**config.mk**
```make
export PLATFORM = sky130hd
export DESIGN_NAME = dcache_sram
export DESIGN_NICKNAME = d
export VERILOG_FILES = /design/src/rtl/dcache_sram.sv
export SDC_FILE = /design/constraint.sdc
export NUM_CORES = 2
export LEC_CHECK = 0
export ABC_AREA = 1
export BUFFER_PORTS_ARGS = -buffer_cell sky130_fd_sc_hd__buf_2
export CORE_ASPECT_RATIO = 0.5
export CORE_MARGIN = 2
export CORE_UTILIZATION = 40
export DETAILED_ROUTE_END_ITERATION = 8
export MAX_ROUTING_LAYER = met4
export SLEW_MARGIN = 20
export SYNTH_ARGS = -nofsm -noshare
export SYNTH_HDL_FRONTEND = slang
export SYNTH_SLANG_ARGS = --single-unit
```
**constraint.sdc**
```tcl
create_clock -name clk_i -period 4.2 [get_ports clk_i]
set_clock_uncertainty 0.1 [all_clocks]
set_input_delay 0.21 -clock clk_i [delete_from_list [all_inputs] [get_ports clk_i]]
set_output_delay 0.21 -clock clk_i [all_outputs]
set_load 0.03 [all_outputs]
```
**src/rtl/dcache_sram.sv**
```systemverilog
// single-port synchronous RAM with byte lane write enables
// read data shows up one cycle after the request and holds until the next read

`default_nettype none

module dcache_sram #(
  parameter int DataWidth = 32,
  parameter int NumWords  = 64
) (
  input  wire logic                          clk_i,
  input  wire logic                          req_i,
  input  wire logic                          we_i,
  input  wire logic [$clog2(NumWords)-1:0]   addr_i,
  input  wire logic [(DataWidth+7)/8-1:0]    be_i,
  input  wire logic [DataWidth-1:0]          wdata_i,
  output logic      [DataWidth-1:0]          rdata_o
);

  localparam int BeWidth = (DataWidth + 7) / 8;

  logic [DataWidth-1:0] mem [NumWords];
  logic [BeWidth-1:0]   lane_we;

  // a narrow last lane covers the leftover bits
  assign lane_we = be_i & {BeWidth{we_i}};

  always_ff @(posedge clk_i) begin
    if (req_i) begin
      if (we_i) begin
        for (int b = 0; b < DataWidth; b++) begin
          if (lane_we[b/8]) begin
            mem[addr_i][b] <= wdata_i[b];
          end
        end
      end else begin
        rdata_o <= mem[addr_i];
      end
    end
  end

endmodule

`default_nettype wire

```
Word-level counts from Yosys, hierarchy flattened --
Memory sizes are Yosys's and may differ from the RTL's. A register that Yosys moved wholly into a read port is not among the register bits. Index checks and enable logic that the tools add are counted.
Word-level totals: memories 1, flip-flop bits (word level) 0, output and inout port bits 32, memory bits (writable) 2048
Memory list:
- mem | depth 64, bits a word 32, rd ports 1, clocked after Yosys merged registers in 1, write ports 1, RTL line 21 | logic [DataWidth-1:0] mem [NumWords];
Operators by class: mux-type cells 16, reductions and logical operators 1, bitwise operators 2
Operator list (number):
- 2-to-1 mux 1 bit | 16
- bitwise AND 4 bit | 1
- AND reduction 2 bit | 1
- NOT 1 bit | 1

Depth between registers and ports, before layout --
depth after elaboration 5, gate-level depth with buffers 15, gate-level depth less buffers 11

Least setup slack after synthesis --
OpenSTA, ideal clock, no wires.
kind input -> register, from input port req_i, to register rdata_o[0] (read register of mem) (enable), required time 3679 ps, setup slack 1900 ps, library setup time 421 ps, stages on the path 3, arrival 1779 ps, cells stage by stage clkbuf_1 inv_1 nor2_1
Between the ends: word-level cells in the longest chain between the ends 1
RTL lines:
- start: declaration | RTL line 11 | input wire logic req_i,
- AND reduction 2 bit (no source line)
- end: declaration | RTL line 16 | output logic [DataWidth-1:0] rdata_o
No other way between the ends.

Final worst setup path --
from input port addr_i[1], to memory mem[56][21] (enable)
RTL lines:
- start: declaration | RTL line 13 | input wire logic [$clog2(NumWords)-1:0] addr_i,
- end: declaration | RTL line 21
Straight into the memory's write port.

==> out/metrics.yaml <==
die:
  initial_utilization_pct: 40.36
  fp.dieW_um: 667.6
  die_y_um: 335.8
  core_region_area_mm2: 0.2182
  placement_rows: 121
  design.portCount: 77
  fp.dieArea_mm2: 0.2241
logic_synthesis:
  ys.warnings.count: 0
  synth.top_cell.area_share_pct: 70.93
  synth.ff_latch_count: 2080
  ys_types: 19
  post_synthesis_cell_count: 8727
  postSynthAreaPerCell_um2: 10.09
  synth_largest_area_cell: "edfxtp_1"
  share_of_the_yosys_chip_area_belonging_to_registers_pct: 70.93
  post_synth_instance_area_mm2: 0.08806
  ys_top_cells_by_area: "edfxtp_1, nand2_1, nor2_1, buf_2, clkbuf_1"
  syn-num-nets: 8772
clock_network:
  cts_max_level: 4
  cts_inserted_buffers: 200
  clk_transition_reported_paths_ns: 0.06
  tritoncts: "done"
  cts_sinks: 2080
  cts.hold.buffers_added: 33
  clock_latency_of_the_later_clocked_register_in_the_worst_skew_pair_ns: 0.87
  clock_tree_buffer_depth: 4
  cts_root_buf: "clkbuf_16"
  post-cts-setup-buffer-count: 0
  post_cts.resized_instances: 0
detailed_routing:
  route.final.wire_length_mm: 253.3
  drt_pass1_iterations: 7
  antenna_left: 0
  detail_route.drc_violations: 0
  detail_route.vias_per_cell: 5.003
  drt_first_iter_violations: 6083
  wire_per_inst_um: 21.24
  via_count: 59650
critical_path:
  critPathArrivalTime_ns: 3.06
  criticalPathCategory: "primary input to flop"
  critPathLaunchType: "primary input"
  timing.critical_path.required_ns: 4.57
  crit_fanout: 39
  endpoint_kind: "flop"
worst_hold_path:
  hp-class: "primary input to flop"
global_routing:
  grt_first_pass_wirelength_mm: 369.1
  grt_max_degree: 174
  combined_global_route_utilization_of_all_metal_layers_pct: 22.90
  antenna_found_initial: 12
  grt.overflow.total: 0
  first_global_vias: 55580
final_layout:
  final_common_cell: "nand2_1"
  area.growth.synth_to_final_pct: 12.00
  commonest_non_fill_non_tap_cells_in_the_layout: "nand2_1, edfxtp_1, nor2_1"
  finish.utilization_pct: 45.21
  nFillCells: 20140
  nets: 8858
  final_layout_size_suffix_gt1_share_pct: 6.763
pwr:
  worst_ir_drop_vdd_mv: 0.3115
  cellLeakagePower_nw: 40.72
  power_consumption_mw: 43.30
  internal_power_mw: 33.56
  share_comb_of_total_power_pct: 6.1
  clockPowerShare_pct: 40.9
  power_switching_mw: 9.745
  seq_power_share_pct: 53.0
  power_per_cell_area_mw_per_mm2: 439.1
  power.switching_fraction_pct: 22.50
placed_design:
  port-buffer-count: 76
  hpwl_mm: 148.8
  gp_congestion: 0.8559
  dp_slack_ns: 0.8222
sta:
  timing_max_transition_violations_final: 0
  fin_worst_hold_slack_ns: 0.06904
  slew_headroom_pct: 17.27
  post_route_worst_setup_slack_ns: 1.509
  setup_viol_count_final: 0
  grt_setup_unrepaired: "no"
  achievable-frequency_mhz: 371.6
  period_share_pct: 64.07
  final.setup.tns_ns: 0
  max_slew.worst_pin.slew_ns: 1.237
  timing.final.hold_violations: 0
  finalCriticalPeriod_ns: 2.691
status:
  run_status: "completed"
flow_run:
  number_of_max_cap_violations: 0
[sequential cells by signal (all words and copies together) (netlist names)]
register and cells:
mem 2048, rdata_o 32
[per-stage QoR]
| step | area, µm² | cells |
|---|---|---|
| 2_1_floorplan | 88060 | 8727 |
| 3_3_place_gp | 91970 | 11530 |
| 3_5_place_dp | 91970 | 11530 |
| 4_1_cts | 98570 | 11910 |
| 5_1_grt | 98610 | 11920 |
| 6_report | 98620 | 11920 |
[kinds of logic after synthesis]
kind of cell           after synthesis  synth area share (%)
AOI/OAI and AO/OA                   12               0.08241
buffers and inverters              478                 2.668
DFF                               2080                 70.93
and+or+nand+nor                   6157                 26.32
[cells in the mapped netlist]
| cell type | number |
|---|---|
| edfxtp_1 | 2080 |
| o21ai_0 | 4 |
| buf_4 | 45 |
| inv_1 | 21 |
| nor2_2 | 11 |
| o21ai_1 | 3 |
| nand2_1 | 5792 |
| inv_2 | 1 |
| inv_4 | 2 |
| or2_1 | 1 |
| o211ai_1 | 5 |
| buf_2 | 227 |
| nor2_1 | 329 |
| buf_1 | 40 |
| or2_2 | 5 |
| clkbuf_1 | 129 |
| buf_6 | 13 |
| nand3_1 | 11 |
| nor3_1 | 8 |
[power by group through the flow]
stage          logic (mW)  clock network, mW  registers [mW]
2_1_floorplan        1.46                  0            23.4
3_3_place_gp         2.58                  0            23.4
3_5_place_dp         2.59                  0            23.4
4_1_cts              2.63               17.9            22.9
5_1_grt              2.90               18.7            22.9
6_report             2.64               17.7            22.9
[critical path, cell delays in order]
cell     delay, ns
buf_8         0.15
buf_4         0.28
nor2_2        0.34
inv_1         0.15
nor2_2        0.26
nand2_1       0.68
nor2_1        0.94
[path summary, 6_finish.rpt]
check / start / to / slack [ns] / cells past startpoint
min reg2reg: mem[31][30]$_DFFE_PP_ / rdata_o[30]$_DFFE_PP_ / 0.70 / 6
max reg2reg: mem[15][22]$_DFFE_PP_ / rdata_o[22]$_DFFE_PP_ / 2.20 / 10
min: addr_i[1] / rdata_o[12]$_DFFE_PP_ / 0.07 / 10
max: addr_i[1] / mem[56][21]$_DFFE_PP_ / 1.51 / 7
[layout make-up]
class                      count  area (µm²)  area share, %
antenna                       12       30.03        0.03045
sequential                  2080       62460          63.33
inverter                      24       130.1         0.1319
clock buffer                 249        5295          5.369
timing repair buffer         338        2695          2.733
clock inverter               100       968.4         0.9819
multi-input combinational   6169       23350          23.68
tap                         2952        3694          3.745
[layer usage]
| metal | track usage, % | wire length, µm | up-vias |
|---|---|---|---|
| met2 | 34.62 | 113600 | 2238 |
| li1 | - | - | 28290 |
| met3 | 5.099 | 21660 | 451 |
| met1 | 30.53 | 108300 | 28680 |
| met4 | 8.052 | 9779 | 0 |
| met5 | - | 0 | - |
Power figures use the tool's default switching activity.
