[src/rtl/dcache_cfg.svh]
// geometry of the L1 data cache memory block
// include wherever the widths below are needed

`ifndef DCACHE_CFG_SVH
`define DCACHE_CFG_SVH

// set associativity and line layout
`define DCACHE_WAYS         4
`define DCACHE_WORD_W       32
`define DCACHE_BANKS        4
`define DCACHE_LINE_W       128
`define DCACHE_BE_W         (`DCACHE_WORD_W / 8)

// address split
`define DCACHE_OFF_W        4
`define DCACHE_WORD_OFF_LSB 2
`define DCACHE_BANK_W       (`DCACHE_OFF_W - `DCACHE_WORD_OFF_LSB)
`define DCACHE_IDX_W        6
`define DCACHE_SETS         (1 << `DCACHE_IDX_W)
`define DCACHE_TAG_W        10

// read side
`define DCACHE_RD_PORTS     3
`define DCACHE_PORT_W       2

`endif

[src/rtl/dcache_pkg.sv]
// types shared by the stages of the data cache memory block
// import into any module that handles requests, bank accesses or compare context

`default_nettype none

`include "dcache_cfg.svh"

package dcache_pkg;

  // one read port request, the tag follows a cycle later
  typedef struct packed {
    logic [`DCACHE_IDX_W-1:0] idx;
    logic [`DCACHE_OFF_W-1:0] off;
    logic                     tag_only;
    logic                     prio;
  } rd_port_t;

  // full line write from the refill path
  typedef struct packed {
    logic                       vld;
    logic [`DCACHE_WAYS-1:0]    we;
    logic [`DCACHE_TAG_W-1:0]   tag;
    logic [`DCACHE_IDX_W-1:0]   idx;
    logic [`DCACHE_OFF_W-1:0]   off;
    logic [`DCACHE_LINE_W-1:0]  data;
    logic [`DCACHE_LINE_W/8-1:0] be;
    logic [`DCACHE_WAYS-1:0]    vld_bits;
  } line_wr_t;

  // single word write, way given one-hot
  typedef struct packed {
    logic [`DCACHE_WAYS-1:0]   req;
    logic [`DCACHE_IDX_W-1:0]  idx;
    logic [`DCACHE_OFF_W-1:0]  off;
    logic [`DCACHE_WORD_W-1:0] data;
    logic [`DCACHE_BE_W-1:0]   be;
  } word_wr_t;

  typedef enum logic [1:0] {
    bank_idle,
    bank_read,
    bank_word_wr,
    bank_line_wr
  } bank_op_e;

  // access to one data bank, all ways side by side
  typedef struct packed {
    logic                                        req;
    logic                                        we;
    logic [`DCACHE_IDX_W-1:0]                    idx;
    logic [`DCACHE_WAYS-1:0][`DCACHE_BE_W-1:0]   be;
    logic [`DCACHE_WAYS-1:0][`DCACHE_WORD_W-1:0] wdata;
  } bank_req_t;

  typedef struct packed {
    logic                      cmp_en;
    logic [`DCACHE_PORT_W-1:0] port;
    logic [`DCACHE_BANK_W-1:0] word_off;
    logic                      line_wr;
  } cmp_ctx_t;

endpackage

`default_nettype wire

[src/rtl/dcache_rr_arbiter.sv]
// read port arbiter: high priority requests mask low priority ones,
// the remaining competitors share a round-robin pointer

`default_nettype none

`include "dcache_cfg.svh"

module dcache_rr_arbiter (
  input  wire logic                           clk_i,
  input  wire logic                           rst_ni,
  input  wire logic [`DCACHE_RD_PORTS-1:0]    req_i,
  input  wire logic [`DCACHE_RD_PORTS-1:0]    prio_i,
  input  wire logic                           hold_i,
  output logic      [`DCACHE_RD_PORTS-1:0]    gnt_o,
  output logic      [`DCACHE_PORT_W-1:0]      gnt_idx_o
);

  localparam int NumPorts = `DCACHE_RD_PORTS;
  localparam int PortW    = `DCACHE_PORT_W;

  logic [NumPorts-1:0] req_prio;
  logic [NumPorts-1:0] req_masked;
  logic [PortW-1:0]    rr_ptr_q;
  logic [PortW-1:0]    rr_ptr_d;
  logic                found;

  // only high priority ports compete when any is present
  assign req_prio   = req_i & prio_i;
  assign req_masked = (|req_prio) ? req_prio : req_i;

  // first requester at or after the pointer
  always_comb begin : p_pick
    int cand;
    found     = 1'b0;
    gnt_idx_o = '0;
    for (int i = 0; i < NumPorts; i++) begin
      cand = int'(rr_ptr_q) + i;
      if (cand >= NumPorts) begin
        cand = cand - NumPorts;
      end
      if (!found && req_masked[cand]) begin
        found     = 1'b1;
        gnt_idx_o = PortW'(cand);
      end
    end
  end

  always_comb begin : p_gnt
    gnt_o = '0;
    if (found && !hold_i) begin
      gnt_o[gnt_idx_o] = 1'b1;
    end
  end

  // pointer moves past the winner
  assign rr_ptr_d = (int'(gnt_idx_o) == NumPorts - 1) ? '0 : gnt_idx_o + 1'b1;

  always_ff @(posedge clk_i or negedge rst_ni) begin
    if (!rst_ni) begin
      rr_ptr_q <= '0;
    end else if (|gnt_o) begin
      rr_ptr_q <= rr_ptr_d;
    end
  end

endmodule

`default_nettype wire

[src/rtl/dcache_bank_ctrl.sv]
// request stage: arbitrates the read ports and plans the tag array
// and per-bank data accesses for the line write, the read and the word write

`default_nettype none

`include "dcache_cfg.svh"

module dcache_bank_ctrl import dcache_pkg::*; (
  input  wire logic                                  clk_i,
  input  wire logic                                  rst_ni,
  input  wire logic      [`DCACHE_RD_PORTS-1:0]      rd_req_i,
  input  wire rd_port_t  [`DCACHE_RD_PORTS-1:0]      rd_port_i,
  input  wire line_wr_t                              line_wr_i,
  input  wire word_wr_t                              word_wr_i,
  output logic           [`DCACHE_RD_PORTS-1:0]      rd_ack_o,
  output logic                                       wr_ack_o,
  output bank_req_t      [`DCACHE_BANKS-1:0]         bank_o,
  output logic           [`DCACHE_WAYS-1:0]          tag_req_o,
  output logic                                       tag_we_o,
  output logic           [`DCACHE_IDX_W-1:0]         tag_idx_o,
  output cmp_ctx_t                                   ctx_o
);

  logic [`DCACHE_RD_PORTS-1:0] rd_prio;
  logic [`DCACHE_PORT_W-1:0]   gnt_idx;
  logic                        rd_acked;
  logic                        rd_claims;
  rd_port_t                    rd_sel;
  logic [`DCACHE_BANK_W-1:0]   rd_bank;
  logic [`DCACHE_BANK_W-1:0]   wr_bank;
  logic [`DCACHE_BANK_W-1:0]   cl_bank;
  bank_op_e                    bank_op [`DCACHE_BANKS];

  ////////////////////
  // read arbitration
  ////////////////////

  for (genvar k = 0; k < `DCACHE_RD_PORTS; k++) begin : gen_prio
    assign rd_prio[k] = rd_port_i[k].prio;
  end

  // line write holds off every read
  dcache_rr_arbiter u_rr_arbiter (
    .clk_i     (clk_i),
    .rst_ni    (rst_ni),
    .req_i     (rd_req_i),
    .prio_i    (rd_prio),
    .hold_i    (line_wr_i.vld),
    .gnt_o     (rd_ack_o),
    .gnt_idx_o (gnt_idx)
  );

  assign rd_acked  = |rd_ack_o;
  assign rd_sel    = rd_port_i[gnt_idx];
  assign rd_bank   = rd_sel.off[`DCACHE_OFF_W-1:`DCACHE_WORD_OFF_LSB];
  assign wr_bank   = word_wr_i.off[`DCACHE_OFF_W-1:`DCACHE_WORD_OFF_LSB];
  assign cl_bank   = line_wr_i.off[`DCACHE_OFF_W-1:`DCACHE_WORD_OFF_LSB];
  assign rd_claims = rd_acked & ~rd_sel.tag_only;

  // word write yields only to a read on the same bank
  assign wr_ack_o = (|word_wr_i.req) & ~line_wr_i.vld & ~(rd_claims && rd_bank == wr_bank);

  ////////////////////
  // bank planning
  ////////////////////

  always_comb begin : p_bank_op
    for (int k = 0; k < `DCACHE_BANKS; k++) begin
      if (line_wr_i.vld) begin
        bank_op[k] = bank_line_wr;
      end else if (rd_claims && int'(rd_bank) == k) begin
        bank_op[k] = bank_read;
      end else if (wr_ack_o && int'(wr_bank) == k) begin
        bank_op[k] = bank_word_wr;
      end else begin
        bank_op[k] = bank_idle;
      end
    end
  end

  always_comb begin : p_bank_req
    for (int k = 0; k < `DCACHE_BANKS; k++) begin
      bank_o[k].req = (bank_op[k] != bank_idle);
      bank_o[k].we  = (bank_op[k] == bank_line_wr) || (bank_op[k] == bank_word_wr);
      bank_o[k].idx = word_wr_i.idx;
      bank_o[k].be  = '0;
      for (int j = 0; j < `DCACHE_WAYS; j++) begin
        bank_o[k].wdata[j] = word_wr_i.data;
      end
      case (bank_op[k])
        bank_line_wr: begin
          bank_o[k].idx = line_wr_i.idx;
          for (int j = 0; j < `DCACHE_WAYS; j++) begin
            bank_o[k].be[j]    = line_wr_i.we[j] ?
                                 line_wr_i.be[k*`DCACHE_BE_W +: `DCACHE_BE_W] : '0;
            bank_o[k].wdata[j] = line_wr_i.data[k*`DCACHE_WORD_W +: `DCACHE_WORD_W];
          end
        end
        bank_read: bank_o[k].idx = rd_sel.idx;
        bank_word_wr: begin
          for (int j = 0; j < `DCACHE_WAYS; j++) begin
            bank_o[k].be[j] = word_wr_i.req[j] ? word_wr_i.be : '0;
          end
        end
        default: ;
      endcase
    end
  end

  // tag arrays: all ways on a read, enabled ways on a line write
  assign tag_req_o = line_wr_i.vld ? line_wr_i.we : {`DCACHE_WAYS{rd_acked}};
  assign tag_we_o  = line_wr_i.vld;
  assign tag_idx_o = line_wr_i.vld ? line_wr_i.idx : rd_sel.idx;

  assign ctx_o.cmp_en   = rd_acked;
  assign ctx_o.port     = gnt_idx;
  assign ctx_o.word_off = line_wr_i.vld ? cl_bank : rd_bank;
  assign ctx_o.line_wr  = line_wr_i.vld;

endmodule

`default_nettype wire

[config.mk]
export PLATFORM = sky130hd
export DESIGN_NAME = dcache_bank_ctrl
export DESIGN_NICKNAME = d
export VERILOG_FILES = /design/src/rtl/dcache_pkg.sv /design/src/rtl/dcache_rr_arbiter.sv /design/src/rtl/dcache_bank_ctrl.sv
export VERILOG_INCLUDE_DIRS = /design/src /design/src/rtl
export SDC_FILE = /design/constraint.sdc
export NUM_CORES = 1
export LEC_CHECK = 0
export ABC_AREA = 1
export BUFFER_PORTS_ARGS = -buffer_cell sky130_fd_sc_hd__buf_4
export CORE_AREA = 2 2 343 345
export CTS_CLUSTER_DIAMETER = 120
export DETAILED_ROUTE_END_ITERATION = 7
export DIE_AREA = 0 0 345 347
export HOLD_SLACK_MARGIN = 0.02
export SYNTH_ARGS = -nofsm -noshare
export SYNTH_HDL_FRONTEND = slang
export SYNTH_HIERARCHICAL = 1
export SYNTH_SLANG_ARGS = --single-unit
[constraint.sdc]
create_clock -name clk_i -period 7.6 [get_ports clk_i]
set_input_delay 1.52 -clock clk_i [delete_from_list [all_inputs] [get_ports clk_i]]
set_output_delay 1.52 -clock clk_i [all_outputs]
set_load 0.005 [all_outputs]
-- After elaboration in Yosys (flattened, before gate mapping)
Index checks and enable logic that the tools add are counted.
- register bits: 2
- output and inout bits: 629
- bits of input ports: 264
- logic and storage cells: 143
- reductions and logical operators: 29
- bitwise logic cells: 7
- $add $sub $neg: 6
- muxes and demuxes: 72
- magnitude comparators: 8
- equality and inequality tests: 20
- operators by type and width (operator ; count):
    2-to-1 mux 128 bit ; 4
    case mux 16 bit (2 select lines) ; 4
    < comparator 32 x 4 -> 1 bit, second input constant ; 3
    2-to-1 mux 32 bit ; 3
    2-to-1 mux 4 bit ; 21
    greater-or-equal comparator 32 x 3 -> 1 bit, second input constant ; 2
    subtractor 32 x 3 -> 32 bit, second input constant ; 2
    case mux 6 bit (2 select lines) ; 4
    2-to-1 mux 2 bit ; 17
    == test 2 bit, second input constant ; 13
    binary-select mux 12 bit (select 2 bit) ; 1
    logical AND 1 bit ; 13
    == test 2 x 1 -> 1 bit, second input constant ; 6
    2-to-1 mux 12 bit ; 1
    2-to-1 mux 1 bit ; 10
    nonzero test 2 bit ; 4
    binary-select mux 1 bit (select 2 bit) ; 3
    2-to-1 mux 3 bit ; 2
    2-to-1 mux 6 bit ; 1
    OR reduction 3 bit ; 2
    zero test 2 bit ; 2
    logical OR 1 bit ; 4
    OR reduction 4 bit ; 1
    adder 2 x 1 -> 3 bit, second input constant ; 1
    other kinds (12) ; 18

-- Depth between registers and ports, before layout
- depth after elaboration: 29
- depth in mapped cells: 24

-- Hierarchy
The synthesis kept the hierarchy.
- modules (own cells, without submodules) (module ; area an instance (um^2) ; sequential area each (um^2) ; instances ; cells an instance):
    dcache_bank_ctrl ; 5993.2 ; 0.0 ; 1 ; 1120
    dcache_rr_arbiter ; 450.4 ; 50.0 ; 1 ; 73

-- Worst setup path before layout
OpenSTA, ideal clock, no wires.
- path type: in2out
- start point: input rd_req_i[2]
- end point: output bank_o[285] in the netlist's numbering
- data arrival time: 3.398 ns
- path slack: 2.682 ns
- required time: 6.080 ns
- buffers on the path: 2
- stages: 19
- cells stage by stage: nand2_1 nand3_1 a21oi_2 nand3_1 o21ai_4 nand2_2 nand2_1 nand2_2 inv_2 inv_2 or2_0 nand2_1 nand3_4 a21oi_2 nand2_2 buf_6 buf_6 nand4_1 nand2_1
- RTL lines (what ; line ; text):
    start, declared ; dcache_bank_ctrl.sv:11 ; input wire logic [`DCACHE_RD_PORTS-1:0] rd_req_i,
    end, declared ; dcache_bank_ctrl.sv:17 ; output bank_req_t [`DCACHE_BANKS-1:0] bank_o,

==> metrics <==
outcome=completed; drt wl/cell=21.74 um; post-synthesis compound-gate area fraction=4.291%; initial antenna violation count=33; Flop pwr share=1.1%; detailed placement HPWL=62.83 mm; Seq/Total Area, Yosys=less than 1%; reg-to-reg endpoint=u_rr_arbiter/rr_ptr_q[1]; Worst Setup End Kind=primary output; xor-xnor portion of the synthesized cell area=0%; Post-Place Cells=3159; WL final=68.88 mm; post-synthesis instance total=1193; synth top area cells=buf_4, nand2_1, nand4_1, inv_1, o21ai_0; Netlist Area Pre-Place=0.006444 mm^2; routed via count=roughly 9400; CTS tree=yes; gp weighted congestion=just under 0.8; CTS max path bufs=2; H-tree levels=1; final worst path period need=6557 ps; design area=0.01191 mm^2; worst min-delay path class=reg -> reg; Nets=1907; Resized Gates After CTS=0; Starting Density=5.568%; GRT Util Overall=10.64%; worst reg2reg setup slack=5630 ps; Hold Violations, Final=0; Synth Register Bits=2; drt drc=0; Synth Area in Simple Gates=42.49%; most numerous cell in the Yosys netlist=nand2_1; relative slew slack=32.35%; clock sinks=2; largest register by flop count=u_rr_arbiter/rr_ptr_q; setup bufs post-CTS=0; share of the synthesized area in the top cell type=~45%; r2r worst-path depth=13; Slowest-stage cell, CP=nand3b_1; share of layout cells above drive strength 1=55.80%; LEAKAGE=6.656 nW; initial drt markers=580; Mapped Avg Cell Area=5.401 um^2; Clock Latency Late Sink=230 ps; hold buffer count at cts=0; Power Density=156.2 mW/mm^2; Horiz. Die Dim=345 um; Ys Warns=6; Die Y=between 300 and 400 um; count of flip-flops with a built-in enable after synthesis=0; total grt overflow=0; Top Registers=u_rr_arbiter/rr_ptr_q x2; Clock Skew=~0.19 ps; r2r startpoint=u_rr_arbiter/rr_ptr_q[1]; Net Count, Synth=between 1000 and 1500; top_reg_cell synth=dfrtp_1; top cells by count, synth=nand2_1, buf_4, nand4_1, inv_1, o21ai_0; site row count=between 100 and 150; Filler cells=13660; proportion of power drawn by the clock network=4.4%; vias in the first global route=approximately 8700; proportion of synthesized area in mux cells=0%; WS Path Type=in -> out; end of the critical path=bank_o[449]; Switch Pwr=1.080 mW; largest family of logic cells by synthesized area=buffers and inverters; placed cell areas=0.01182 mm^2; worst-path cell chain=buf_4 > nand2_2 > nand3_1 > a21oi_2 > nand3_1 > o21ai_4 > nand2_2 > nand2_1 > nand2_2 > inv_2 > inv_2 > or2_0 > nand2_1 > nand3_4 > nand3b_1 > nand2_1 > nand2_1 > o21ai_0 > buf_4; Pre-antenna DRT Iters=5; RSZ-0062 raised after global routing=false; Setup crit start=rd_req_i[0]; share of flip-flops with an asynchronous set or reset=100.0%; Hold Slack=533.6 ps; worst path required time=6080 ps; die area=0.1197 mm^2; first-pass GRT wire length=85.04 mm; Max Clock Freq=0.1525 GHz; Num CTS Buffers=3; pin slew with the least headroom to its limit=1008 ps; Worst-path clk slew=30 ps; Pwr Total=1.861 mW; Synth cell types=32; Switching Fraction=58.02%; arrival time at the worst endpoint=5040 ps; CP peak stage delay=690 ps; Internal=781.0 uW; endpoints failing setup=0; Synth Area in Adders=0.5825%; Max Cap Viol=0; area grow syn2layout=84.84%; Critical Path Start Type=primary input; setup tns final=0 ps; max reg flops=2; Slew Limit Fails=0; vias per inst=2.964; ANT nets after route=0; Comb pwr share=94.5%; port bufs=868; Max VDD drop=0.1569 mV; core box area=0.1157 mm^2; Synth area leader=buf_4; CP max FO=13; largest net degree at the start of global routing=57; # IOs=893; Final Cycle Share=86.28%; Finished Layout Cells=~3200; Root Buffer=clkbuf_16; most repeated library cell on the critical path=nand2_1
## metal layers
layer	vias to the layer above	part of all wire (%)	track usage, %
met5	-	0.039	0
met3	92	5.8	1.693
met2	654	47	18.32
li1	4213	-	-
met4	4	3.0	2.632
met1	4427	44	13.76
## placed cells by master (no fill, tap or decap), types with 2 or more instances in the layout
cell,instances
a21oi_1,6
inv_2,5
nand2_2,9
nor2_2,6
o21ai_1,6
inv_1,51
diode_2,6
buf_4,875
nand2_1,512
nand3_1,21
ha_1,3
nand3_2,2
dfrtp_1,2
a21oi_2,2
nor2_4,4
nand4_1,65
nand4_2,2
o21ai_0,32
clkbuf_16,3
nor2_1,20
## cell type report
| cell class | instances | area, um^2 | share of cell area (%) |
|---|---|---|---|
| sequential | 2 | 50.05 | 0.4202 |
| clock buffer | 3 | 75.07 | 0.6303 |
| inverter | 58 | 219.0 | 1.838 |
| antenna | 6 | 15.01 | 0.1261 |
| multi-input combinational | 699 | 3064 | 25.73 |
| tap | 1524 | 1907 | 16.01 |
| timing repair buffer | 876 | 6580 | 55.25 |
## cell families after synthesis
| group | after synthesis |
|---|---|
| simple gates | 646 |
| flops | 2 |
| buf+inv | 492 |
| compound gates | 50 |
| fa+ha+maj | 3 |
## power by group through the flow
stage	logic (mW)	clock network [mW]	registers [mW]
global route	1.88	0.0823	0.0205
finish	1.76	0.0816	0.0202
global placement	1.76	0	0.0196
detailed placement	1.77	0	0.0199
floorplan	0.946	0	0.0186
CTS	1.77	0.0830	0.0198
## per-stage QoR
stage | setup WS [ps] | util [%]
floorplan | 2682 | -
global placement | 1220 | 10.21
detailed placement | 1193 | 10.21
CTS | 1197 | 10.28
global route | 892.7 | 10.28
finish | 1043 | 10.29
## how the worst min path moves through the flow
stage                                     endpoint  slack [ps]  cells past startpoint                     start
final                     u_rr_arbiter/rr_ptr_q[0]         530                      2  u_rr_arbiter/rr_ptr_q[0]
after global routing      u_rr_arbiter/rr_ptr_q[0]         540                      2  u_rr_arbiter/rr_ptr_q[0]
after CTS                 u_rr_arbiter/rr_ptr_q[0]         530                      2  u_rr_arbiter/rr_ptr_q[0]
after detailed placement  u_rr_arbiter/rr_ptr_q[0]         520                      2  u_rr_arbiter/rr_ptr_q[0]
after global placement    u_rr_arbiter/rr_ptr_q[0]         500                      2  u_rr_arbiter/rr_ptr_q[0]
after floorplan           u_rr_arbiter/rr_ptr_q[0]         480                      2  u_rr_arbiter/rr_ptr_q[0]
## critical path: cells and delay by family
family / cells / cell delay [ps]
AO/OA/AOI/OAI: 3 / 430
AND/OR/NAND/NOR: 12 / 2390
buffers and inverters: 4 / 680
No activity file was read; power rests on OpenSTA's default activity.
