===== config.mk =====
export PLATFORM = sky130hd
export DESIGN_NAME = dcache_hit_sel
export DESIGN_NICKNAME = d
export VERILOG_FILES = /design/src/rtl/dcache_pkg.sv /design/src/rtl/dcache_hit_sel.sv
export VERILOG_INCLUDE_DIRS = /design/src /design/src/rtl
export SDC_FILE = /design/constraint.sdc
export NUM_CORES = 1
export LEC_CHECK = 0
export BUFFER_PORTS_ARGS = -buffer_cell sky130_fd_sc_hd__clkbuf_2
export CAP_MARGIN = 10
export CORE_AREA = 2 2 317 319
export CTS_CLUSTER_SIZE = 25
export DETAILED_ROUTE_END_ITERATION = 8
export DIE_AREA = 0 0 319 321
export PLACE_DENSITY = 0.36
export SLEW_MARGIN = 30
export SYNTH_ARGS = -nofsm -noshare
export SYNTH_HDL_FRONTEND = slang
export SYNTH_SLANG_ARGS = --single-unit

===== constraint.sdc =====
create_clock -name clk_i -period 2.5 [get_ports clk_i]
set_input_delay 0.25 -clock clk_i [delete_from_list [all_inputs] [get_ports clk_i]]
set_output_delay 0.25 -clock clk_i [all_outputs]
set_load 0.05 [all_outputs]

===== src/rtl/dcache_cfg.svh =====
// geometry of the L1 data cache memory block
// include wherever the widths below are needed

`ifndef DCACHE_CFG_SVH
`define DCACHE_CFG_SVH

// set associativity and line layout
`define DCACHE_WAYS         4
`define DCACHE_WORD_W       32
`define DCACHE_BANKS        4
`define DCACHE_LINE_W       128
`define DCACHE_BE_W         (`DCACHE_WORD_W / 8)

// address split
`define DCACHE_OFF_W        4
`define DCACHE_WORD_OFF_LSB 2
`define DCACHE_BANK_W       (`DCACHE_OFF_W - `DCACHE_WORD_OFF_LSB)
`define DCACHE_IDX_W        6
`define DCACHE_SETS         (1 << `DCACHE_IDX_W)
`define DCACHE_TAG_W        10

// read side
`define DCACHE_RD_PORTS     3
`define DCACHE_PORT_W       2

`endif


===== src/rtl/dcache_pkg.sv =====
// types shared by the stages of the data cache memory block
// import into any module that handles requests, bank accesses or compare context

`default_nettype none

`include "dcache_cfg.svh"

package dcache_pkg;

  // one read port request, the tag follows a cycle later
  typedef struct packed {
    logic [`DCACHE_IDX_W-1:0] idx;
    logic [`DCACHE_OFF_W-1:0] off;
    logic                     tag_only;
    logic                     prio;
  } rd_port_t;

  // full line write from the refill path
  typedef struct packed {
    logic                       vld;
    logic [`DCACHE_WAYS-1:0]    we;
    logic [`DCACHE_TAG_W-1:0]   tag;
    logic [`DCACHE_IDX_W-1:0]   idx;
    logic [`DCACHE_OFF_W-1:0]   off;
    logic [`DCACHE_LINE_W-1:0]  data;
    logic [`DCACHE_LINE_W/8-1:0] be;
    logic [`DCACHE_WAYS-1:0]    vld_bits;
  } line_wr_t;

  // single word write, way given one-hot
  typedef struct packed {
    logic [`DCACHE_WAYS-1:0]   req;
    logic [`DCACHE_IDX_W-1:0]  idx;
    logic [`DCACHE_OFF_W-1:0]  off;
    logic [`DCACHE_WORD_W-1:0] data;
    logic [`DCACHE_BE_W-1:0]   be;
  } word_wr_t;

  typedef enum logic [1:0] {
    bank_idle,
    bank_read,
    bank_word_wr,
    bank_line_wr
  } bank_op_e;

  // access to one data bank, all ways side by side
  typedef struct packed {
    logic                                        req;
    logic                                        we;
    logic [`DCACHE_IDX_W-1:0]                    idx;
    logic [`DCACHE_WAYS-1:0][`DCACHE_BE_W-1:0]   be;
    logic [`DCACHE_WAYS-1:0][`DCACHE_WORD_W-1:0] wdata;
  } bank_req_t;

  typedef struct packed {
    logic                      cmp_en;
    logic [`DCACHE_PORT_W-1:0] port;
    logic [`DCACHE_BANK_W-1:0] word_off;
    logic                      line_wr;
  } cmp_ctx_t;

endpackage

`default_nettype wire


===== src/rtl/dcache_hit_sel.sv =====
// compare stage: registers the request context, builds the way-hit vector
// from the late tag and picks the read word, or forwards refill data

`default_nettype none

`include "dcache_cfg.svh"

module dcache_hit_sel import dcache_pkg::*; (
  input  wire logic                                                 clk_i,
  input  wire logic                                                 rst_ni,
  input  wire cmp_ctx_t                                             ctx_i,
  input  wire logic [`DCACHE_RD_PORTS-1:0][`DCACHE_TAG_W-1:0]       rd_tag_i,
  input  wire line_wr_t                                             line_wr_i,
  input  wire logic [`DCACHE_WAYS-1:0][`DCACHE_TAG_W-1:0]           tag_rdata_i,
  input  wire logic [`DCACHE_WAYS-1:0]                              vld_rdata_i,
  input  wire logic [`DCACHE_BANKS-1:0][`DCACHE_WAYS-1:0][`DCACHE_WORD_W-1:0] bank_rdata_i,
  output logic      [`DCACHE_WAYS-1:0]                              rd_hit_oh_o,
  output logic      [`DCACHE_WAYS-1:0]                              rd_vld_bits_o,
  output logic      [`DCACHE_WORD_W-1:0]                            rd_data_o
);

  cmp_ctx_t                                    ctx_q;
  logic [`DCACHE_TAG_W-1:0]                    cmp_tag;
  logic [`DCACHE_WAYS-1:0][`DCACHE_WORD_W-1:0] way_word;
  logic [`DCACHE_WORD_W-1:0]                   hit_word;

  // context of the request whose arrays are read out now
  always_ff @(posedge clk_i or negedge rst_ni) begin
    if (!rst_ni) begin
      ctx_q <= '0;
    end else begin
      ctx_q <= ctx_i;
    end
  end

  // tag arrives one cycle after the ack of its port
  assign cmp_tag = rd_tag_i[ctx_q.port];

  for (genvar i = 0; i < `DCACHE_WAYS; i++) begin : gen_way
    assign rd_hit_oh_o[i] = ctx_q.cmp_en & vld_rdata_i[i] & (tag_rdata_i[i] == cmp_tag);
    assign way_word[i]    = bank_rdata_i[ctx_q.word_off][i];
  end

  assign rd_vld_bits_o = vld_rdata_i;

  // hit vector is one-hot, so an OR of the gated words selects it
  always_comb begin : p_word_mux
    hit_word = '0;
    for (int i = 0; i < `DCACHE_WAYS; i++) begin
      if (rd_hit_oh_o[i]) begin
        hit_word = hit_word | way_word[i];
      end
    end
  end

  // refill forwarding of the addressed word in the write cycle
  assign rd_data_o = ctx_i.line_wr ?
                     line_wr_i.data[ctx_i.word_off*`DCACHE_WORD_W +: `DCACHE_WORD_W] :
                     hit_word;

endmodule

`default_nettype wire


* Word-level counts from Yosys, hierarchy flattened
Index checks and enable logic that the tools add are counted.
** Storage, ports and cells
- Register bits after elaboration :: 5
- Bits of input ports :: 767
- Output and inout bits :: 40
** Operators by class
- $lt $le $gt $ge :: 2
- Equality and inequality tests :: 4
- Shift-type cells :: 1
- Muxes and demuxes :: 9
- Bitwise operators :: 11
** Operators with widths (count)
- $bmux 128 s2 :: 1
- $mux 32 :: 5
- $mux 128 :: 1
- $shiftx 128x8->32 :: 1
- $or 32x32->32 :: 3
- $eq 10x10->1 :: 4
- $bmux 10 s2 :: 1
- $mux 10 :: 1
- $and 1x1->1 :: 8
- $lt 2x3->1 const B :: 2

* Logic depth before layout (Yosys ltp)
Gate-level depths: netlist (run 1).
- Word-level depth :: 12
- Gate-level depth with buffers :: 11

* Least setup slack after synthesis (run 1)
No wires, ideal clock.
- Kind :: register to output
- Start point :: reg ctx_q[4] (netlist bit)
- End point :: out rd_data_o[22]
- Arrival :: 2.458 ns
- Required time :: 2.250 ns
- Slack :: -0.208 ns
- Stages on the path, launching flop included :: 11
- Buffers on the path :: 3
- Cells stage by stage :: dfrtp_1 buf_6 buf_12 nor2b_4 o2bb2ai_1 xor2_1 nor4_2 buf_2 nand4_1 a32oi_1 a21o_1
** On the way
- Word-level cells in the longest chain between the ends :: 12
** Ends and longest elaborated chain
- start: declaration :: RTL line dcache_hit_sel.sv:22 : cmp_ctx_t ctx_q;
- start signal: assignment :: RTL line dcache_hit_sel.sv:32 : ctx_q <= ctx_i;
- $bmux 10 s2 * :: RTL line dcache_hit_sel.sv:37 : assign cmp_tag = rd_tag_i[ctx_q.port];
- $mux 10 (not written as such) * :: RTL line dcache_hit_sel.sv:37
- $eq 10x10->1 :: RTL line dcache_hit_sel.sv:40 : assign rd_hit_oh_o[i] = ctx_q.cmp_en & vld_rdata_i[i] & (tag_rdata_i[i] == cmp_tag);
- $and 1x1->1 :: RTL line dcache_hit_sel.sv:40
- $mux 32 :: RTL line dcache_hit_sel.sv:50 : if (rd_hit_oh_o[i]) begin
- $or 32x32->32 :: RTL line dcache_hit_sel.sv:51 : hit_word = hit_word | way_word[i];
- $mux 32 :: RTL line dcache_hit_sel.sv:50
- $or 32x32->32 :: RTL line dcache_hit_sel.sv:51
- $mux 32 :: RTL line dcache_hit_sel.sv:50
- $or 32x32->32 :: RTL line dcache_hit_sel.sv:51
- $mux 32 * :: RTL line dcache_hit_sel.sv:50
- $mux 32 * :: RTL line dcache_hit_sel.sv:57 : assign rd_data_o = ctx_i.line_wr ?
- end: declaration :: RTL line dcache_hit_sel.sv:19 : output logic [`DCACHE_WORD_W-1:0] rd_data_o
Mark *: on every way between the ends. The rest lies on a longest branch, timed or not. The select of a mux whose other input is x is not followed.

* Final worst setup path (run 1)
- Start point :: reg ctx_q[4] (netlist bit)
- End point :: out rd_data_o[11]
The elaborated chain is that of the path after synthesis.

==> impl_metrics.ini, run 1 <==
[power]
ir_worst_vdd_v = 0.000168
power_mw = 3.51
power_density_nw_per_um2 = 228
leakagePower_nw = 6.64

[drt]
ant_nets = 0
drt-initial-drc-count = 470
dr.pass1.iters = 5
totalWireLength_microns = 78500
vias_per_cell = 3.66
wl_per_cell_microns = 27.8
drc = 0
vias = 10400

[floorplanning]
die_area_sq_um = 102000
die_y_microns = 321
rows = 116
coreArea_sq_um = 99300
die_w_microns = 319
pin_count = 807
start_util_pct = 7.22

[logic_synthesis]
synth_edf_count = 0
syn_inst = 669
synthTopCellsByArea = mux4_2, nand4_1, a32oi_1, a41oi_1, nor4b_1
yosysTopAreaCell = mux4_2
syn_nets = 1436
synth_top_area_share_pct = 50.3
async_reset_ff_share_pct = 100
yosysSeqAreaShare_pct = 1.74
synthesis.area_sq_um = 7170
yosys_warnings = 0
synth-seq-cells = 5
synthDistinctLibCells = 60
synth_ff_type = dfrtp_1
synth.avg_cell_area_sq_um = 10.7

[setup_path]
crit_start = ctx_q[4]$_DFF_PN0_
worstPathRequired_ns = 2.25
worstSetupPathDepth = 11
crit_path_end_kind = primary output
critPathMaxStageDelay_ns = 0.46
crit_path_start_kind = flip-flop
cp_max_fo = 6
crit_chain = buf_12, mux2i_2, o2bb2ai_2, xor2_1, nor4_4, buf_12, buf_4, a41oi_1, a32oi_2, a21o_2, buf_12
critPathBufInv = 4
cp_common_cell = buf_12
cp.arrival_ns = 3.13
crit_slowest_cell = dfrtp_2
crit_type = flip-flop to primary output
crit_family = compound AO/OA/AOI/OAI gates
crit_path_end = rd_data_o[11]

[clocking]
cts_buffer_depth = 2
htreeDepth = 1
cts_sinks = 5
clk_transition_reported_paths_ns = 0.03
cts-root-buf = clkbuf_16
tritoncts = done
cts_buffers = 3

[sta]
setup_viol = 36
tns_ns = -25.79
finalCritPeriodShare_pct = 135
worst_hold_slack_ns = 0.139
min_period_ns = 3.38
setup_slack_ns = -0.881
slew_violations = 0
rsz0062_at_grt = true
tightest_slew_ns = 0.658
relSlewSlack_pct = 56.1
max_freq_ghz = 0.296
hold_viol_final = 0

[run_status]
outcome = finished with violations
violations = negative setup slack

[global_routing]
grt_pass1_vias = 10900
grt-ovfl-total = 0
grt_pass1_wl_microns = 99600
antenna_found_initial = 61
grt_usage_pct = 14.4
grt_max_degree = 49

[finish]
top_register = ctx_q
largest_reg_flops = 5
fin_nets = 2278
syn2layout_area_growth_pct = 115
drive_above_1_share_pct = 80.3
regArea_sq_um = 135
layout_common_cells = clkbuf_2, mux4_2, buf_4, buf_12, nand4_1
reg.largest.list = ctx_q x5
multi_input_area_sq_um = 7030
final_common_cell = clkbuf_2
fillers = 11400

[placement]
io_buffers = 761
gp_congestion = 0.868
dpl.hpwl_microns = 68900

[run]
drv_cap = 0

[min_path]
hp-class = primary input to flip-flop
min_path_cells = 1
[worst min-delay path by stage]
stage | startpoint | endpoint
5_1_grt | ctx_i[5] | ctx_q[5]$_DFF_PN0_
6_report | ctx_i[3] | ctx_q[3]$_DFF_PN0_
2_1_floorplan | rst_ni | ctx_q[1]$_DFF_PN0_
4_1_cts | ctx_i[3] | ctx_q[3]$_DFF_PN0_
3_3_place_gp | rst_ni | ctx_q[2]$_DFF_PN0_
3_5_place_dp | rst_ni | ctx_q[2]$_DFF_PN0_
[cells by family (layout without fill, tap and decap cells)]
logic type	after synthesis	after routing	share of synthesized area [%]
AND/OR/NAND/NOR	188	188	18.1
multiplexers	172	172	52.4
AO/OA/AOI/OAI	145	145	16.3
buffers and inverters	138	979	8.86
XOR/XNOR	21	21	2.57
flip-flops	5	5	1.74
other	0	21	0
[where the power goes]
group	total (mW)	switching, mW	internal, mW	leakage, nW
clock network	0.269	0.0569	0.212	0.0383
registers	0.0952	0.00822	0.0870	0.0545
logic	3.15	1.57	1.58	6.54
[cell type report]
cell class / count / area share (%)
repair buffers: 933 / 41.1
inverters: 42 / 1.02
flip-flops and latches: 5 / 0.877
clock buffers: 4 / 0.512
multi-input cells: 526 / 45.6
well taps: 1298 / 10.5
diodes: 21 / 0.341
[metal layers]
metal / vias to the layer above / track usage [%] / part of all wire [%]
li1: 4624 / - / -
met1: 5068 / 18.0 / 42
met2: 534 / 24.7 / 48
met3: 90 / 4.16 / 7.7
met4: 36 / 2.64 / 1.7
met5: - / 0 / 0.30
[synth_stat cells (5+ instances only)]
master,number
nand2b_1,6
xor2_1,18
and2_1,36
a32oi_1,33
a41oi_1,32
mux4_2,160
nand3b_1,5
buf_4,7
buf_1,6
o22ai_1,7
o21ai_0,7
nor4b_1,32
a21oi_1,8
inv_1,41
nor2b_1,6
mux2i_1,8
a211oi_1,5
clkbuf_1,42
buf_2,36
nand4_1,65
a21o_1,32
nand2_1,12
nor2_1,8
dfrtp_1,5
[per-stage QoR]
step | instances | util [%] | setup slack [ns] | area (sq um)
final | 2829 | 15.5 | -0.881 | 15400
after global routing | 2817 | 15.5 | -0.977 | 15400
after floorplan | 669 | - | -0.0569 | 7270
after detailed placement | 2773 | 14.4 | -0.949 | 14300
after CTS | 2788 | 15.0 | -0.914 | 14900
after global placement | 2773 | 14.4 | -0.993 | 14300
[timing repair]
| action | CTS | global route |
|---|---|---|
| hold buffers | 1 | 0 |
| endpoints found under the setup margin | 36 | 36 |
| resized for setup | 46 | 38 |
| hold endpoints to repair | 5 | 0 |
| cloned | 2 | 5 |
| buffers inserted | 8 | 16 |
| pin swaps | 19 | 28 |
Note: power is estimated with default switching activity, not from simulation.
==> run 2: changes to the inputs <==
--- a/config.mk
+++ b/config.mk
@@ -12,6 +12,7 @@
 export CTS_CLUSTER_SIZE = 25
 export DETAILED_ROUTE_END_ITERATION = 8
 export DIE_AREA = 0 0 319 321
+export GPL_TIMING_DRIVEN = 0
 export PLACE_DENSITY = 0.36
 export SLEW_MARGIN = 30
 export SYNTH_ARGS = -nofsm -noshare
==> run 2 against run 1 <==
  * The run still ends with negative setup slack left
  * Final cell count down 0.74%
  * Via count up 2.2%
  * Hold slack worse by 0.011 ns
  * Largest power group unchanged
  * Sequential power down 3.8%
  * Highest routed layer unchanged
  * Critical path depth up 1
==> impl_metrics.ini, run 2 (synthesized netlist as in run 1, its figures left out) <==
[sta]
relSlewSlack_pct = 33.4
max_freq_ghz = 0.296
min_period_ns = 3.37
hold_viol_final = 0
tightest_slew_ns = 0.999
worst_hold_slack_ns = 0.128
rsz0062_at_grt = true
setup_slack_ns = -0.873
finalCritPeriodShare_pct = 135
slew_violations = 0
setup_viol = 36

[setup_path]
crit_type = flip-flop to primary output
critPathMaxStageDelay_ns = 0.37
cp.arrival_ns = 3.12
crit_path_end = rd_data_o[9]
worstPathRequired_ns = 2.25
crit_chain = buf_6, buf_12, mux2i_4, a2bb2oi_4, a2bb2o_4, nor4_4, buf_6, buf_8, nand4_1, a32oi_2, a21o_4, clkbuf_16
cp_common_cell = buf_6
worstSetupPathDepth = 12
crit_path_start_kind = flip-flop
crit_slowest_cell = dfrtp_1
crit_family = compound AO/OA/AOI/OAI gates
critPathBufInv = 5
crit_start = ctx_q[4]$_DFF_PN0_
crit_path_end_kind = primary output
cp_max_fo = 5

[clocking]
tritoncts = done
cts-root-buf = clkbuf_16
cts_buffers = 3
cts_sinks = 5
clk_transition_reported_paths_ns = 0.03
cts_buffer_depth = 2
htreeDepth = 1

[drt]
dr.pass1.iters = 5
totalWireLength_microns = 80900
vias = 10600
ant_nets = 0
wl_per_cell_microns = 28.8
drt-initial-drc-count = 601
vias_per_cell = 3.77
drc = 0

[floorplanning]
start_util_pct = 7.22
rows = 116
coreArea_sq_um = 99300
die_area_sq_um = 102000
die_y_microns = 321
pin_count = 807
die_w_microns = 319

[global_routing]
antenna_found_initial = 54
grt_pass1_wl_microns = 103000
grt_pass1_vias = 11000
grt_usage_pct = 15.0
grt_max_degree = 11
grt-ovfl-total = 0

[finish]
final_common_cell = clkbuf_2
layout_common_cells = clkbuf_2, mux4_2, nand4_1, buf_4, inv_1
top_register = ctx_q
fillers = 11400
syn2layout_area_growth_pct = 109
largest_reg_flops = 5
regArea_sq_um = 126
final_cells = 2808
multi_input_area_sq_um = 7040
reg.largest.list = ctx_q x5
drive_above_1_share_pct = 78.6
fin_nets = 2265
final_area_sq_um = 15000

[run_status]
outcome = finished with violations
violations = negative setup slack

[power]
pwr-share-clk_pct = 7.9
pwr-share-comb_pct = 89.4
leakagePower_nw = 6.46
power_density_nw_per_um2 = 228
switching_power_mw = 1.63
power.internal_mw = 1.78
ir_worst_vdd_v = 0.000234
power_mw = 3.40
pwr-share-seq_pct = 2.7
switching_share_pct = 47.8

[placement]
gp_congestion = 0.820
pre_cts_ws_ns = -1.74
postPlaceCellArea_sq_um = 13100
io_buffers = 761
placedCellCount = 2748
dpl.hpwl_microns = 72900

[min_path]
hp-class = primary input to flip-flop

[run]
drv_cap = 0
==> run 2: cell types whose count changed in the layout (fill, tap and decap cells not counted), sizes merged <==
cell / delta
buf: -84
clkbuf: +71
diode: -8
==> run 2: repair_timing <==
| action | 4_1_cts | 5_1_grt |
|---|---|---|
| setup buffers | 22 | 16 |
| cloned | 2 | 3 |
| hold endpoints to repair | 5 | 0 |
| pin swaps | 27 | 42 |
| setup endpoints to repair | 36 | 36 |
| hold buffers | 1 | 0 |
| resized for setup | 225 | 67 |
==> run 2: layout make-up <==
type / instances / area share [%]
Timing Repair Buffer: 824 / 34.4
Clock buffer: 4 / 0.527
Inverter: 42 / 1.09
Multi-Input combinational cell: 526 / 47.1
Tap cell: 1298 / 10.9
Antenna cell: 13 / 0.217
Sequential cell: 5 / 0.845
Buffer: 96 / 4.98
==> run 2: worst min-delay path by stage <==
stage / from / slack [ns] / end / cells after the start
3_3_place_gp: rst_ni / 0.08 / ctx_q[4]$_DFF_PN0_ / 1
4_1_cts: ctx_i[4] / 0.13 / ctx_q[4]$_DFF_PN0_ / 1
6_report: ctx_i[4] / 0.13 / ctx_q[4]$_DFF_PN0_ / 1
3_5_place_dp: rst_ni / 0.08 / ctx_q[4]$_DFF_PN0_ / 1
5_1_grt: ctx_i[4] / 0.13 / ctx_q[4]$_DFF_PN0_ / 1
2_1_floorplan: rst_ni / -0.05 / ctx_q[1]$_DFF_PN0_ / 0
==> run 2: per-stage QoR <==
stage	TNS [ns]	util (%)
2_1_floorplan	-1.63	-
3_3_place_gp	-83.02	12.8
3_5_place_dp	-53.07	13.2
4_1_cts	-29.90	14.6
5_1_grt	-32.37	15.0
6_report	-27.83	15.1
==> run 2: layer usage <==
layer	GRT usage, %	up-vias	wire (microns)
li1	-	4579	-
met4	1.74	34	1300
met1	18.6	5258	33200
met3	3.87	94	6360
met2	26.7	619	39800
met5	0	-	199
==> run 2: power by group through the flow <==
stage                     sequential, mW  clock (mW)  combinational, mW
after global routing              0.0923       0.276               3.24
after detailed placement          0.0922           0               2.71
after floorplan                   0.0881           0               1.24
final                             0.0916       0.268               3.05
after global placement            0.0925           0               2.61
after CTS                         0.0921       0.271               3.02
